[config.mk]
export PLATFORM = sky130hd
export DESIGN_NAME = fma_top
export DESIGN_NICKNAME = d
export VERILOG_FILES = /design/src/common/fma_pkg.sv /design/src/source/fma_pipe_stage.sv /design/src/source/fma_operand_prep.sv /design/src/source/fma_special_cases.sv /design/src/fma_datapath/fma_sum_path.sv /design/src/fma_datapath/fma_norm_round.sv /design/src/source/fma_top.sv
export SDC_FILE = /design/constraint.sdc
export NUM_CORES = 1
export LEC_CHECK = 0
export CORE_ASPECT_RATIO = 1.4
export CORE_MARGIN = 2
export CORE_UTILIZATION = 58
export DETAILED_ROUTE_END_ITERATION = 10
export DONT_BUFFER_PORTS = 1
export HOLD_SLACK_MARGIN = 0.03
export PLACE_DENSITY = 0.85
export RECOVER_POWER = 25
export SLEW_MARGIN = 25
export SYNTH_ARGS = -nofsm -noshare
export SYNTH_HDL_FRONTEND = slang
export SYNTH_SLANG_ARGS = --single-unit
[constraint.sdc]
create_clock -name clk_i -period 25.2 [get_ports clk_i]
set_input_delay 5.04 -clock clk_i [delete_from_list [all_inputs] [get_ports clk_i]]
set_output_delay 5.04 -clock clk_i [all_outputs]
set_load 0.005 [all_outputs]
[src/common/fma_pkg.sv]
// FMA package with the half-precision format constants, enums and payload structs
package fma_pkg;

  // --------------------------------------------------------------------------
  // Format and datapath widths
  // --------------------------------------------------------------------------
  localparam int EXP_BITS        = 5;
  localparam int MAN_BITS        = 10;
  localparam int FP_WIDTH        = 1 + EXP_BITS + MAN_BITS;
  localparam int BIAS            = 15;
  // Precision with the hidden bit
  localparam int PREC_BITS       = MAN_BITS + 1;
  // Addend, product and the round/sticky pair side by side
  localparam int SUM_WIDTH       = 3 * PREC_BITS + 4;
  // Window searched for leading zeros after cancellation
  localparam int LOWER_SUM_WIDTH = 2 * PREC_BITS + 3;
  // Signed internal exponent, wide enough for product overflow and underflow
  localparam int EXP_WIDTH       = EXP_BITS + 2;
  localparam int SHAMT_WIDTH     = 6;

  typedef enum logic [2:0] {
    RNE = 3'b000,
    RTZ = 3'b001,
    RDN = 3'b010,
    RUP = 3'b011,
    RMM = 3'b100
  } roundmode_e;

  typedef enum logic [1:0] {
    FMADD  = 2'd0,
    FNMSUB = 2'd1,
    ADD    = 2'd2,
    MUL    = 2'd3
  } operation_e;

  typedef struct packed {
    logic                sign;
    logic [EXP_BITS-1:0] exponent;
    logic [MAN_BITS-1:0] mantissa;
  } fp_t;

  typedef struct packed {
    logic is_normal;
    logic is_subnormal;
    logic is_zero;
    logic is_inf;
    logic is_nan;
    logic is_signalling;
  } fp_info_t;

  typedef struct packed {
    logic NV;
    logic OF;
    logic UF;
    logic NX;
  } status_t;

  typedef logic [3:0] tag_t;

  // --------------------------------------------------------------------------
  // Payloads between the pipeline parts
  // --------------------------------------------------------------------------
  typedef struct packed {
    fp_t        a;
    fp_t        b;
    fp_t        c;
    operation_e op;
    logic       op_mod;
    roundmode_e rnd_mode;
    tag_t       tag;
  } in_req_t;

  // Operands after the per-operation adjustment
  typedef struct packed {
    fp_t      a;
    fp_t      b;
    fp_t      c;
    fp_info_t info_a;
    fp_info_t info_b;
    fp_info_t info_c;
  } prep_t;

  typedef struct packed {
    logic    is_special;
    fp_t     result;
    status_t status;
  } special_t;

  typedef struct packed {
    logic                          eff_sub;
    logic signed [EXP_WIDTH-1:0]   exp_prod;
    logic signed [EXP_WIDTH-1:0]   exp_diff;
    logic signed [EXP_WIDTH-1:0]   tent_exp;
    logic        [SHAMT_WIDTH-1:0] addend_shamt;
    logic                          sticky_before_add;
    logic        [SUM_WIDTH-1:0]   sum;
    logic                          final_sign;
  } sum_t;

  typedef struct packed {
    sum_t       sum;
    special_t   special;
    roundmode_e rnd_mode;
    tag_t       tag;
  } mid_req_t;

  typedef struct packed {
    fp_t     result;
    status_t status;
    tag_t    tag;
  } fma_resp_t;

endpackage

[src/source/fma_pipe_stage.sv]
// Pipe stage that registers one payload of any type behind a valid/ready handshake
`timescale 1ns/1ps

module fma_pipe_stage #(
  parameter type payload_t = logic
) (
  input  logic     clk_i,
  input  logic     rst_n_i,
  // Upstream side
  input  logic     valid_i,
  output logic     ready_o,
  input  payload_t data_i,
  // Downstream side
  output logic     valid_o,
  input  logic     ready_i,
  output payload_t data_o
);

  // Take new data when the slot drains this cycle or holds a bubble
  assign ready_o = ready_i | ~valid_o;

  always_ff @(posedge clk_i or negedge rst_n_i) begin
    if (!rst_n_i) begin
      valid_o <= 1'b0;
    end else if (ready_o) begin
      valid_o <= valid_i;
    end
  end

  // Payload only moves on an upstream handshake, so it stays put under stall
  always_ff @(posedge clk_i) begin
    if (ready_o && valid_i) begin
      data_o <= data_i;
    end
  end

endmodule

[src/source/fma_operand_prep.sv]
// Operand prep that classifies the three operands and applies the operation adjustment
`timescale 1ns/1ps

module fma_operand_prep import fma_pkg::*; (
  input  in_req_t req_i,
  output prep_t   prep_o
);

  // Class flags from the exponent and mantissa fields
  function automatic fp_info_t classify(fp_t op);
    fp_info_t info;
    logic     exp_zero;
    logic     exp_ones;
    logic     man_zero;
    exp_zero           = (op.exponent == '0);
    exp_ones           = (op.exponent == '1);
    man_zero           = (op.mantissa == '0);
    info.is_normal     = !exp_zero && !exp_ones;
    info.is_subnormal  = exp_zero && !man_zero;
    info.is_zero       = exp_zero && man_zero;
    info.is_inf        = exp_ones && man_zero;
    info.is_nan        = exp_ones && !man_zero;
    // Quiet bit is the mantissa MSB
    info.is_signalling = info.is_nan && !op.mantissa[MAN_BITS-1];
    return info;
  endfunction

  always_comb begin : op_adjust
    prep_o.a      = req_i.a;
    prep_o.b      = req_i.b;
    prep_o.c      = req_i.c;
    prep_o.info_a = classify(req_i.a);
    prep_o.info_b = classify(req_i.b);
    prep_o.info_c = classify(req_i.c);

    // op_mod always negates the addend
    prep_o.c.sign = req_i.c.sign ^ req_i.op_mod;

    case (req_i.op)
      // Negated product
      FNMSUB: prep_o.a.sign = ~req_i.a.sign;
      // Multiplier becomes +1.0
      ADD: begin
        prep_o.a      = '{sign: 1'b0, exponent: EXP_BITS'(BIAS), mantissa: '0};
        prep_o.info_a = '{is_normal: 1'b1, default: 1'b0};
      end
      // Addend becomes a zero that keeps the sign of a zero product
      MUL: begin
        prep_o.c      = '{sign: (req_i.rnd_mode != RDN), exponent: '0, mantissa: '0};
        prep_o.info_c = '{is_zero: 1'b1, default: 1'b0};
      end
      default: ;
    endcase
  end

endmodule

[src/source/fma_special_cases.sv]
// Special-case detector for NaN, infinity and invalid inputs with the bypass result
`timescale 1ns/1ps

module fma_special_cases import fma_pkg::*; (
  input  prep_t    prep_i,
  output special_t special_o
);

  logic any_inf;
  logic any_nan;
  logic any_snan;
  logic prod_inf;
  logic eff_sub;

  assign prod_inf = prep_i.info_a.is_inf | prep_i.info_b.is_inf;
  assign any_inf  = prod_inf | prep_i.info_c.is_inf;
  assign any_nan  = prep_i.info_a.is_nan | prep_i.info_b.is_nan | prep_i.info_c.is_nan;
  assign any_snan = prep_i.info_a.is_signalling | prep_i.info_b.is_signalling
                  | prep_i.info_c.is_signalling;
  // Product and addend carry opposite signs
  assign eff_sub  = prep_i.a.sign ^ prep_i.b.sign ^ prep_i.c.sign;

  always_comb begin : special_select
    // Canonical quiet NaN unless an infinity wins below
    special_o.is_special = 1'b0;
    special_o.result     = '{sign: 1'b0, exponent: '1, mantissa: 10'h200};
    special_o.status     = '0;

    // inf * 0 is invalid even with a quiet NaN addend
    if ((prep_i.info_a.is_inf && prep_i.info_b.is_zero)
        || (prep_i.info_a.is_zero && prep_i.info_b.is_inf)) begin
      special_o.is_special = 1'b1;
      special_o.status.NV  = 1'b1;
    end else if (any_nan) begin
      special_o.is_special = 1'b1;
      special_o.status.NV  = any_snan;
    end else if (any_inf) begin
      special_o.is_special = 1'b1;
      if (prod_inf && prep_i.info_c.is_inf && eff_sub) begin
        // inf - inf
        special_o.status.NV = 1'b1;
      end else if (prod_inf) begin
        special_o.result = '{sign: prep_i.a.sign ^ prep_i.b.sign, exponent: '1, mantissa: '0};
      end else begin
        special_o.result = '{sign: prep_i.c.sign, exponent: '1, mantissa: '0};
      end
    end
  end

endmodule

[src/fma_datapath/fma_sum_path.sv]
// Sum path with exponent arithmetic, mantissa product, addend alignment and the wide add
`timescale 1ns/1ps

module fma_sum_path import fma_pkg::*; (
  input  prep_t prep_i,
  output sum_t  sum_o
);

  logic                            eff_sub;
  logic                            tent_sign;
  logic signed [EXP_WIDTH-1:0]     exp_a, exp_b, exp_c;
  logic signed [EXP_WIDTH-1:0]     exp_addend, exp_prod, exp_diff;
  logic        [SHAMT_WIDTH-1:0]   addend_shamt;
  logic        [PREC_BITS-1:0]     man_a, man_b, man_c;
  logic        [2*PREC_BITS-1:0]   product;
  logic        [SUM_WIDTH-1:0]     product_shifted;
  // Aligned addend followed by the bits that fall off into the sticky
  logic [SUM_WIDTH+PREC_BITS-1:0]  addend_wide;
  logic        [SUM_WIDTH-1:0]     addend_shifted;
  logic                            sticky;
  logic        [SUM_WIDTH:0]       sum_raw;

  assign eff_sub   = prep_i.a.sign ^ prep_i.b.sign ^ prep_i.c.sign;
  assign tent_sign = prep_i.a.sign ^ prep_i.b.sign;

  // --------------------------------------------------------------------------
  // Exponents, kept biased
  // --------------------------------------------------------------------------
  assign exp_a = {2'b00, prep_i.a.exponent};
  assign exp_b = {2'b00, prep_i.b.exponent};
  assign exp_c = {2'b00, prep_i.c.exponent};

  // Subnormals and zeros sit at encoded exponent 1
  assign exp_addend = exp_c + EXP_WIDTH'(!prep_i.info_c.is_normal);
  // Zero product gets the smallest exponent so it never anchors
  assign exp_prod   = (prep_i.info_a.is_zero || prep_i.info_b.is_zero)
                    ? EXP_WIDTH'(2 - BIAS)
                    : exp_a + EXP_WIDTH'(prep_i.info_a.is_subnormal)
                      + exp_b + EXP_WIDTH'(prep_i.info_b.is_subnormal) - EXP_WIDTH'(BIAS);
  assign exp_diff   = exp_addend - exp_prod;

  always_comb begin : addend_shift
    if (exp_diff <= -2 * PREC_BITS - 1) begin
      // Addend lands entirely in the sticky bit
      addend_shamt = SHAMT_WIDTH'(3 * PREC_BITS + 4);
    end else if (exp_diff <= PREC_BITS + 2) begin
      addend_shamt = SHAMT_WIDTH'(PREC_BITS + 3 - exp_diff);
    end else begin
      // Product far below the addend
      addend_shamt = '0;
    end
  end

  // --------------------------------------------------------------------------
  // Mantissas, alignment and addition
  // --------------------------------------------------------------------------
  assign man_a = {prep_i.info_a.is_normal, prep_i.a.mantissa};
  assign man_b = {prep_i.info_b.is_normal, prep_i.b.mantissa};
  assign man_c = {prep_i.info_c.is_normal, prep_i.c.mantissa};

  assign product         = man_a * man_b;
  // Two low bits left free for round and sticky
  assign product_shifted = SUM_WIDTH'(product) << 2;

  assign addend_wide    = {man_c, {SUM_WIDTH{1'b0}}} >> addend_shamt;
  assign sticky         = |addend_wide[PREC_BITS-1:0];
  assign addend_shifted = addend_wide[SUM_WIDTH+PREC_BITS-1:PREC_BITS] ^ {SUM_WIDTH{eff_sub}};

  // Carry-in completes the two's complement only when nothing was shifted out
  assign sum_raw = {1'b0, product_shifted} + {1'b0, addend_shifted}
                 + (SUM_WIDTH+1)'(eff_sub & ~sticky);

  assign sum_o.eff_sub           = eff_sub;
  assign sum_o.exp_prod          = exp_prod;
  assign sum_o.exp_diff          = exp_diff;
  assign sum_o.tent_exp          = (exp_diff > 0) ? exp_addend : exp_prod;
  assign sum_o.addend_shamt      = addend_shamt;
  assign sum_o.sticky_before_add = sticky;
  // No carry on a subtraction means the addend was larger
  assign sum_o.sum               = (eff_sub && !sum_raw[SUM_WIDTH])
                                 ? -sum_raw[SUM_WIDTH-1:0] : sum_raw[SUM_WIDTH-1:0];
  assign sum_o.final_sign        = eff_sub ? (sum_raw[SUM_WIDTH] == tent_sign) : tent_sign;

endmodule

[src/fma_datapath/fma_norm_round.sv]
// Normalize-and-round stage that forms the rounded result, flags and special select
`timescale 1ns/1ps

module fma_norm_round import fma_pkg::*; (
  input  mid_req_t  mid_i,
  output fma_resp_t resp_o
);

  logic signed [EXP_WIDTH-1:0]         exp_prod, exp_diff, tent_exp;
  logic        [LOWER_SUM_WIDTH-1:0]   sum_lower;
  logic        [SHAMT_WIDTH-1:0]       lzc;
  logic signed [EXP_WIDTH-1:0]         lzc_sgn;
  logic                                lzc_zero;
  logic        [SHAMT_WIDTH-1:0]       norm_shamt;
  logic signed [EXP_WIDTH-1:0]         norm_exp, final_exp;
  logic        [SUM_WIDTH:0]           sum_shifted;
  // Hidden bit, stored mantissa and round bit
  logic        [PREC_BITS:0]           final_man;
  logic        [LOWER_SUM_WIDTH-1:0]   sticky_bits;
  logic                                sticky_after_norm;
  logic                                of_before, of_after;
  logic        [EXP_BITS-1:0]          pre_exp;
  logic        [MAN_BITS-1:0]          pre_man;
  logic        [EXP_BITS+MAN_BITS-1:0] pre_abs, rounded_abs;
  logic        [1:0]                   rs;
  logic                                round_up;
  logic                                exact_zero;
  logic                                rounded_sign;
  logic        [FP_WIDTH-1:0]          regular_result;
  status_t                             regular_status;

  assign exp_prod  = mid_i.sum.exp_prod;
  assign exp_diff  = mid_i.sum.exp_diff;
  assign tent_exp  = mid_i.sum.tent_exp;
  assign sum_lower = mid_i.sum.sum[LOWER_SUM_WIDTH-1:0];

  // --------------------------------------------------------------------------
  // Normalization
  // --------------------------------------------------------------------------
  // Highest set bit is seen last and wins
  always_comb begin : lzc_count
    lzc = '0;
    for (int i = 0; i < LOWER_SUM_WIDTH; i++) begin
      if (sum_lower[i]) lzc = SHAMT_WIDTH'(LOWER_SUM_WIDTH - 1 - i);
    end
  end

  assign lzc_zero = ~|sum_lower;
  assign lzc_sgn  = {1'b0, lzc};

  always_comb begin : norm_shift
    if ((exp_diff <= 0) || (mid_i.sum.eff_sub && (exp_diff <= 2))) begin
      // Product anchored or heavy cancellation
      if ((exp_prod - lzc_sgn + 1 >= 0) && !lzc_zero) begin
        norm_shamt = SHAMT_WIDTH'(PREC_BITS + 2) + lzc;
        norm_exp   = exp_prod - lzc_sgn + EXP_WIDTH'(1);
      end else begin
        // Subnormal result, shift only down to the minimum exponent
        norm_shamt = SHAMT_WIDTH'(PREC_BITS + 2 + exp_prod);
        norm_exp   = '0;
      end
    end else begin
      // Addend anchored, undo the alignment shift
      norm_shamt = mid_i.sum.addend_shamt;
      norm_exp   = tent_exp;
    end
  end

  assign sum_shifted = {1'b0, mid_i.sum.sum} << norm_shamt;

  // Leading one may still sit one place off the hidden-bit position
  always_comb begin : small_norm
    {final_man, sticky_bits} = sum_shifted[SUM_WIDTH-1:0];
    final_exp                = norm_exp;
    if (sum_shifted[SUM_WIDTH]) begin
      {final_man, sticky_bits} = sum_shifted[SUM_WIDTH:1];
      final_exp                = norm_exp + EXP_WIDTH'(1);
    end else if (!sum_shifted[SUM_WIDTH-1]) begin
      if (norm_exp > 1) begin
        {final_man, sticky_bits} = {sum_shifted[SUM_WIDTH-2:0], 1'b0};
        final_exp                = norm_exp - EXP_WIDTH'(1);
      end else begin
        final_exp = '0;
      end
    end
  end

  // Bit 0 also covers the one dropped by the right shift
  assign sticky_after_norm = (|sticky_bits) | sum_shifted[0] | mid_i.sum.sticky_before_add;

  // --------------------------------------------------------------------------
  // Rounding
  // --------------------------------------------------------------------------
  assign of_before = final_exp >= (2 ** EXP_BITS) - 1;
  // Overflow saturates to max finite and rounding decides about infinity
  assign pre_exp   = of_before ? EXP_BITS'(2 ** EXP_BITS - 2) : final_exp[EXP_BITS-1:0];
  assign pre_man   = of_before ? '1 : final_man[MAN_BITS:1];
  assign pre_abs   = {pre_exp, pre_man};
  assign rs        = of_before ? 2'b11 : {final_man[0], sticky_after_norm};

  always_comb begin : round_decision
    case (mid_i.rnd_mode)
      RNE:     round_up = rs[1] & (rs[0] | pre_abs[0]);
      RTZ:     round_up = 1'b0;
      RDN:     round_up = (|rs) & mid_i.sum.final_sign;
      RUP:     round_up = (|rs) & ~mid_i.sum.final_sign;
      RMM:     round_up = rs[1];
      default: round_up = 1'b0;
    endcase
  end

  // Mantissa carry rolls into the exponent
  assign rounded_abs = pre_abs + (EXP_BITS+MAN_BITS)'(round_up);
  assign of_after    = (rounded_abs[EXP_BITS+MAN_BITS-1:MAN_BITS] == '1);

  // Exact cancellation gives +0, or -0 when rounding down
  assign exact_zero   = (pre_abs == '0) && (rs == 2'b00);
  assign rounded_sign = (exact_zero && mid_i.sum.eff_sub) ? (mid_i.rnd_mode == RDN)
                                                          : mid_i.sum.final_sign;

  assign regular_result    = {rounded_sign, rounded_abs};
  assign regular_status.NV = 1'b0;
  assign regular_status.OF = of_before | of_after;
  assign regular_status.NX = (|rs) | of_before | of_after;
  // Tiny when below the smallest normal before rounding
  assign regular_status.UF = (final_exp == '0) & regular_status.NX;

  assign resp_o.result = mid_i.special.is_special ? mid_i.special.result : regular_result;
  assign resp_o.status = mid_i.special.is_special ? mid_i.special.status : regular_status;
  assign resp_o.tag    = mid_i.tag;

endmodule

[src/source/fma_top.sv]
// Half-precision FMA top with an input stage, the parallel datapath and a middle stage
`timescale 1ns/1ps

module fma_top import fma_pkg::*; (
  input  logic      clk_i,
  input  logic      rst_n_i,
  // Request side
  input  logic      in_valid_i,
  output logic      in_ready_o,
  input  in_req_t   req_i,
  // Response side
  output logic      out_valid_o,
  input  logic      out_ready_i,
  output fma_resp_t resp_o
);

  logic     inp_valid;
  logic     inp_ready;
  in_req_t  inp_req;
  prep_t    prep;
  special_t special;
  sum_t     sum;
  mid_req_t mid_d;
  mid_req_t mid_q;

  // --------------------------------------------------------------------------
  // Stage one holds the raw request
  // --------------------------------------------------------------------------
  fma_pipe_stage #(
    .payload_t ( in_req_t )
  ) in_stage (
    .clk_i   ( clk_i      ),
    .rst_n_i ( rst_n_i    ),
    .valid_i ( in_valid_i ),
    .ready_o ( in_ready_o ),
    .data_i  ( req_i      ),
    .valid_o ( inp_valid  ),
    .ready_i ( inp_ready  ),
    .data_o  ( inp_req    )
  );

  fma_operand_prep u_prep (
    .req_i  ( inp_req ),
    .prep_o ( prep    )
  );

  // Special cases and the sum work side by side on the same operands
  fma_special_cases u_special (
    .prep_i    ( prep    ),
    .special_o ( special )
  );

  fma_sum_path u_sum (
    .prep_i ( prep ),
    .sum_o  ( sum  )
  );

  assign mid_d.sum      = sum;
  assign mid_d.special  = special;
  assign mid_d.rnd_mode = inp_req.rnd_mode;
  assign mid_d.tag      = inp_req.tag;

  // --------------------------------------------------------------------------
  // Stage two feeds normalize and round
  // --------------------------------------------------------------------------
  fma_pipe_stage #(
    .payload_t ( mid_req_t )
  ) mid_stage (
    .clk_i   ( clk_i       ),
    .rst_n_i ( rst_n_i     ),
    .valid_i ( inp_valid   ),
    .ready_o ( inp_ready   ),
    .data_i  ( mid_d       ),
    .valid_o ( out_valid_o ),
    .ready_i ( out_ready_i ),
    .data_o  ( mid_q       )
  );

  fma_norm_round u_norm_round (
    .mid_i  ( mid_q  ),
    .resp_o ( resp_o )
  );

endmodule

Word-level counts from Yosys, hierarchy flattened
Cells that the tools add are included.

storage, ports and cells
  bits of input ports = 62
  output and inout bits = 26
  logic and storage cells = 224
  flip-flop bits (word level) = 152

cells by class
  bitwise logic cells = 29
  reductions and logical operators = 62
  add/sub/neg operators = 19
  shift-type cells = 2
  multiplexer cells = 61
  multiply operators = 1
  equality and inequality tests = 12
  $lt $le $gt $ge = 8

operators by type and width
  operator                                                            count
  2-to-1 mux 6 bit                                                    30
  2-to-1 mux 25 bit                                                   3
  2-to-1 mux 16 bit                                                   4
  OR reduction 25 bit                                                 2
  2-to-1 mux 7 bit                                                    7
  right shift 48 x 6 -> 48 bit                                        1
  adder 24 x 37 -> 38 bit                                             1
  adder 38 bit                                                        1
  AND 1 x 38 -> 38 bit                                                1
  inverter 1 -> 38 bit                                                1
  left shift 37 x 6 -> 38 bit                                         1
  2-to-1 mux 37 bit                                                   1
  negator 37 bit                                                      1
  bitwise XOR 37 bit                                                  1
  2-to-1 mux 11 bit                                                   3
  adder 32 x 2 -> 32 bit, second input constant                       1
  greater-or-equal comparator 32 x 1 -> 1 bit, second input constant  1
  logical NOT 10 bit                                                  3
  logical AND 1 bit                                                   29
  multiplier 11 x 11 -> 22 bit                                        1
  == test 5 bit, second input constant                                4
  2-to-1 mux 18 bit                                                   1
  adder 15 x 1 -> 15 bit                                              1
  logical NOT 15 bit                                                  1
  45 further kinds                                                    94

Logic depth before layout (Yosys ltp)
  depth in word-level cells = 47
  depth in mapped cells = 55
  gate-level depth less buffers = 52

Modules after synthesis
A second synthesis with hierarchy kept.

unflattened totals
  cells, all modules = 2515
  area total of the unflattened synthesis = 21321.7 sq um

modules (own cells, without submodules)
  module                       sequential area each (sq um)  cells each  instances  area each (sq um)
  fma_sum_path                 0.0                           1305        1          9644.2
  fma_norm_round               0.0                           903         1          6038.3
  fma_pipe_stage at mid_stage  2877.8                        99          1          2906.5
  fma_pipe_stage at in_stage   1766.7                        62          1          1795.5
  fma_operand_prep             0.0                           111         1          690.7
  fma_special_cases            0.0                           35          1          246.5

Worst setup path before layout
Ideal clock, no wire load.

  path type = flip-flop to output port
  start point = register mid_stage.data_o[37] (netlist name)
  end point = output port resp_o[4] (netlist name)
  path buffers = 4
  path slack = 11947 ps
  stages on the path, launching flop included = 38
  arrival = 8213 ps
  required time = 20160 ps
  cell sequence = edfxtp_1 or4_1 buf_2 o2111ai_1 nand2_1 ha_1 fa_1 xnor2_1 nor4b_1 nand4_1 ha_1 clkinv_1 o21a_1 buf_6 nand3_4 o21ai_4 clkbuf_1 a21oi_1 [2 not listed] nand4b_1 or3_4 a221oi_2 nand4_1 a21o_2 buf_6 and2_1 nand3b_1 a21oi_1 nor2_1 ha_1 a21boi_0 nand4_1 or4b_4 xor2_1 and2_4 nand4bb_4 a21oi_1

RTL lines
  element                   RTL line              source
  start: declaration        fma_pipe_stage.sv:16  output payload_t data_o
  start signal: assignment  fma_pipe_stage.sv:33  data_o <= data_i;
  end: declaration          fma_top.sv:14         output fma_resp_t resp_o

==> flow_summary.json <==
{
  "status": "complete, but fails checks",
  "failed_checks": "max-capacitance violations, max-slew violations",
  "tightest_slew_ns": 2.47,
  "nNetsFinal": 2654,
  "netlist_top_cells_area": "edfxtp_1 20%, fa_1 8.4%, ha_1 8.3%",
  "syn-instance-count": 2454,
  "hold_path_class": "register to register",
  "chipWidth_um": 162,
  "max_freq_ghz": 0.0616,
  "yosys.area_share.simple_pct": 22.8,
  "via_per_inst": 6.78,
  "hpwlAfterDp_um": 47800,
  "first_pass_iters": 6,
  "hold_violations": 0,
  "overflow": 0,
  "synth_top_family_by_area": "compound AO/OA/AOI/OAI gates",
  "wl_um": 60900,
  "cts_tree": "built",
  "initial_utilization_pct": 58.6,
  "finalSetupTns_ns": 0,
  "placement_rows": 81,
  "clock_skew_ns": 0.0104,
  "synth_compound_area_share_pct": 23.8,
  "slowest_delay_ns": 0.73,
  "die_y_um": 226,
  "rsz0062_at_grt": "no",
  "dp.cells": 2808,
  "ctsHoldBuffers": 0,
  "h-tree-depth": 4,
  "synth-edff-count": 136,
  "cts.sinks": 138,
  "cts_root_buf": "clkbuf_16",
  "synth_top_area_share_pct": 20.0,
  "ys_seq_elements": 138,
  "avgSynthCellArea_um2": 8.30,
  "relSlewSlack_pct": -64.5,
  "grt_pass1_vias": 18400,
  "endpoint_kind": "primary output",
  "grt_max_degree": 79,
  "ys_seq_area_share_pct": 20.3,
  "worstSetupStartpointType": "register",
  "crit_type": "register to primary output",
  "ctsResizeCount": 0,
  "fin_crit_sh_pct": 64.4,
  "setup_violations": 0,
  "required_ns": 20.16,
  "ant_nets": 0,
  "worstPathMaxFanout": 54,
  "syn_to_final_growth_pct": 3.22,
  "yosysMostFrequentCell": "nand2_1",
  "diodes": 0,
  "finalCriticalPeriod_ns": 16.24,
  "cts_setup_buffers": 0,
  "core-area_um2": 34800,
  "post-route-drc-count": 0,
  "drive_gt1_share_pct": 7.63,
  "synth_xor_area_share_pct": 6.06,
  "max-clock-path-buffers": 2,
  "postSynth.asyncResetShare_pct": 1.45,
  "synth_top_flop_cell": "edfxtp_1",
  "vias": 19300,
  "cpMaxStageDelayCell": "or4_1",
  "design.die.area_um2": 36700,
  "routedWlPerCell_um": 21.5,
  "yosys.area.top_type": "edfxtp_1",
  "syn_area_um2": 20400,
  "clk_latency_ns": 0.46,
  "cts_buffers": 17,
  "gp_congestion": 1.07,
  "grt_pass1_wl_um": 95900,
  "port_buffers": 0,
  "synth_cell_type_count": 134,
  "dr.first_iter.drc_count": 2014,
  "crit_arrival_ns": 11.20,
  "grt_usage_pct": 33.2,
  "antenna_found_initial": 0,
  "rrSetupSlack_ns": 11.97,
  "synthMuxAreaShare_pct": 3.10,
  "drv_cap": 1,
  "finalNonFillerCells": 2840,
  "synth_nets": 2737,
  "slew_viol_final": 46,
  "path_clk_slew_ns": 0.07,
  "synthAdderAreaFrac_pct": 16.7,
  "ys_top_cells_by_count": "229 x nand2_1, 203 x nor2_1, 178 x inv_1, 147 x a21oi_1, 136 x edfxtp_1",
  "io_pins": 88,
  "yosysWarningCount": 0
}
==> placed cells by master (no fill, tap or decap), drive strengths merged, types with 11 or more instances in the layout <==
| master | netlist | routed |
|---|---|---|
| a211oi | 48 | 48 |
| ha | 135 | 135 |
| mux2i | 44 | 44 |
| o2111ai | 12 | 12 |
| or4 | 16 | 16 |
| xnor2 | 114 | 114 |
| inv | 184 | 191 |
| nand2 | 230 | 230 |
| a22oi | 15 | 15 |
| nor4 | 34 | 34 |
| a31oi | 39 | 39 |
| xor2 | 27 | 27 |
| o21a | 26 | 26 |
| o21bai | 17 | 17 |
| a211o | 13 | 13 |
| or3 | 22 | 22 |
| buf | 50 | 29 |
| a221oi | 20 | 20 |
| clkinv | 4 | 12 |
| fa | 86 | 86 |
| nand4 | 28 | 28 |
| o211ai | 33 | 33 |
| o21ai | 101 | 101 |
| nand2b | 26 | 26 |
| nor2 | 207 | 207 |
| a21oi | 151 | 151 |
| or2 | 16 | 16 |
| edfxtp | 136 | 136 |
| nand3 | 75 | 75 |
| and3 | 31 | 31 |
| o31ai | 11 | 11 |
| mux2 | 13 | 13 |
| clkbuf | 82 | 18 |
| a21o | 34 | 34 |
| nor3 | 67 | 67 |
| nor2b | 39 | 39 |
| and2 | 66 | 66 |
| o22ai | 24 | 24 |
==> state kept, by name, indices dropped and copies added (netlist names) <==
name               cells
mid_stage.data_o      78
mid_stage.valid_o      1
in_stage.valid_o       1
in_stage.data_o       58
==> stage by stage <==
stage | area [um2] | hold WS (ns) | utilization, % | setup WS (ns)
after CTS | 21000 | 0.429 | 60.5 | 9.14
after detailed placement | 20400 | 0.410 | 58.7 | 9.65
after global routing | 21000 | 0.444 | 60.5 | 8.29
final | 21000 | 0.429 | 60.5 | 8.96
after global placement | 20400 | 0.402 | 58.7 | 9.90
after floorplan | 20400 | 0.400 | - | 11.95
==> per-layer routing <==
layer	global-route usage, %	routed length (um)	vias to the layer above
met3	3.75	3630	292
li1	-	-	8855
met5	0	0	-
met4	26.7	5230	0
met2	57.7	29900	1017
met1	36.6	22200	9086
==> path summary, 6_finish.rpt <==
path | cells past startpoint | end | start
max in group asynchronous | 0 | mid_stage.valid_o | rst_n_i
min | 0 | mid_stage.data_o[0] | in_stage.data_o[0]
max | 34 | resp_o[5] | mid_stage.data_o[37]
max reg2reg | 43 | mid_stage.data_o[64] | in_stage.data_o[8]
min reg2reg | 0 | mid_stage.data_o[0] | in_stage.data_o[0]
min in group asynchronous | 0 | in_stage.valid_o | rst_n_i
==> critical path: cells and delay by family, from the launching register on <==
family	cells	cell delay [ns]
multiplexers	1	0.35
adder cells (fa/ha/maj)	4	1.39
buffers and inverters	2	0.70
XOR/XNOR	2	0.31
AND/OR/NAND/NOR	15	4.27
flip-flops	1	0.48
AO/OA/AOI/OAI	10	3.24
==> layout make-up <==
type | count | area [um2]
inverter | 188 | 706
sequential | 138 | 4130
clock buffer | 17 | 425
clock inverter | 15 | 194
tap | 456 | 571
timing repair buffer | 30 | 221
fill | 2987 | 13700
multi-input combinational | 1996 | 14800
==> logic make-up (layout without fill, tap and decap cells) <==
logic type	after synthesis	in the layout
simple gates	898	898
compound gates	677	677
buf+inv	320	250
fa+ha+maj	221	221
xor+xnor	141	141
flops	138	138
mux	59	59
Power is not shown: default switching activity piles up to over one toggle a cycle in this logic, so the estimate is an artifact.
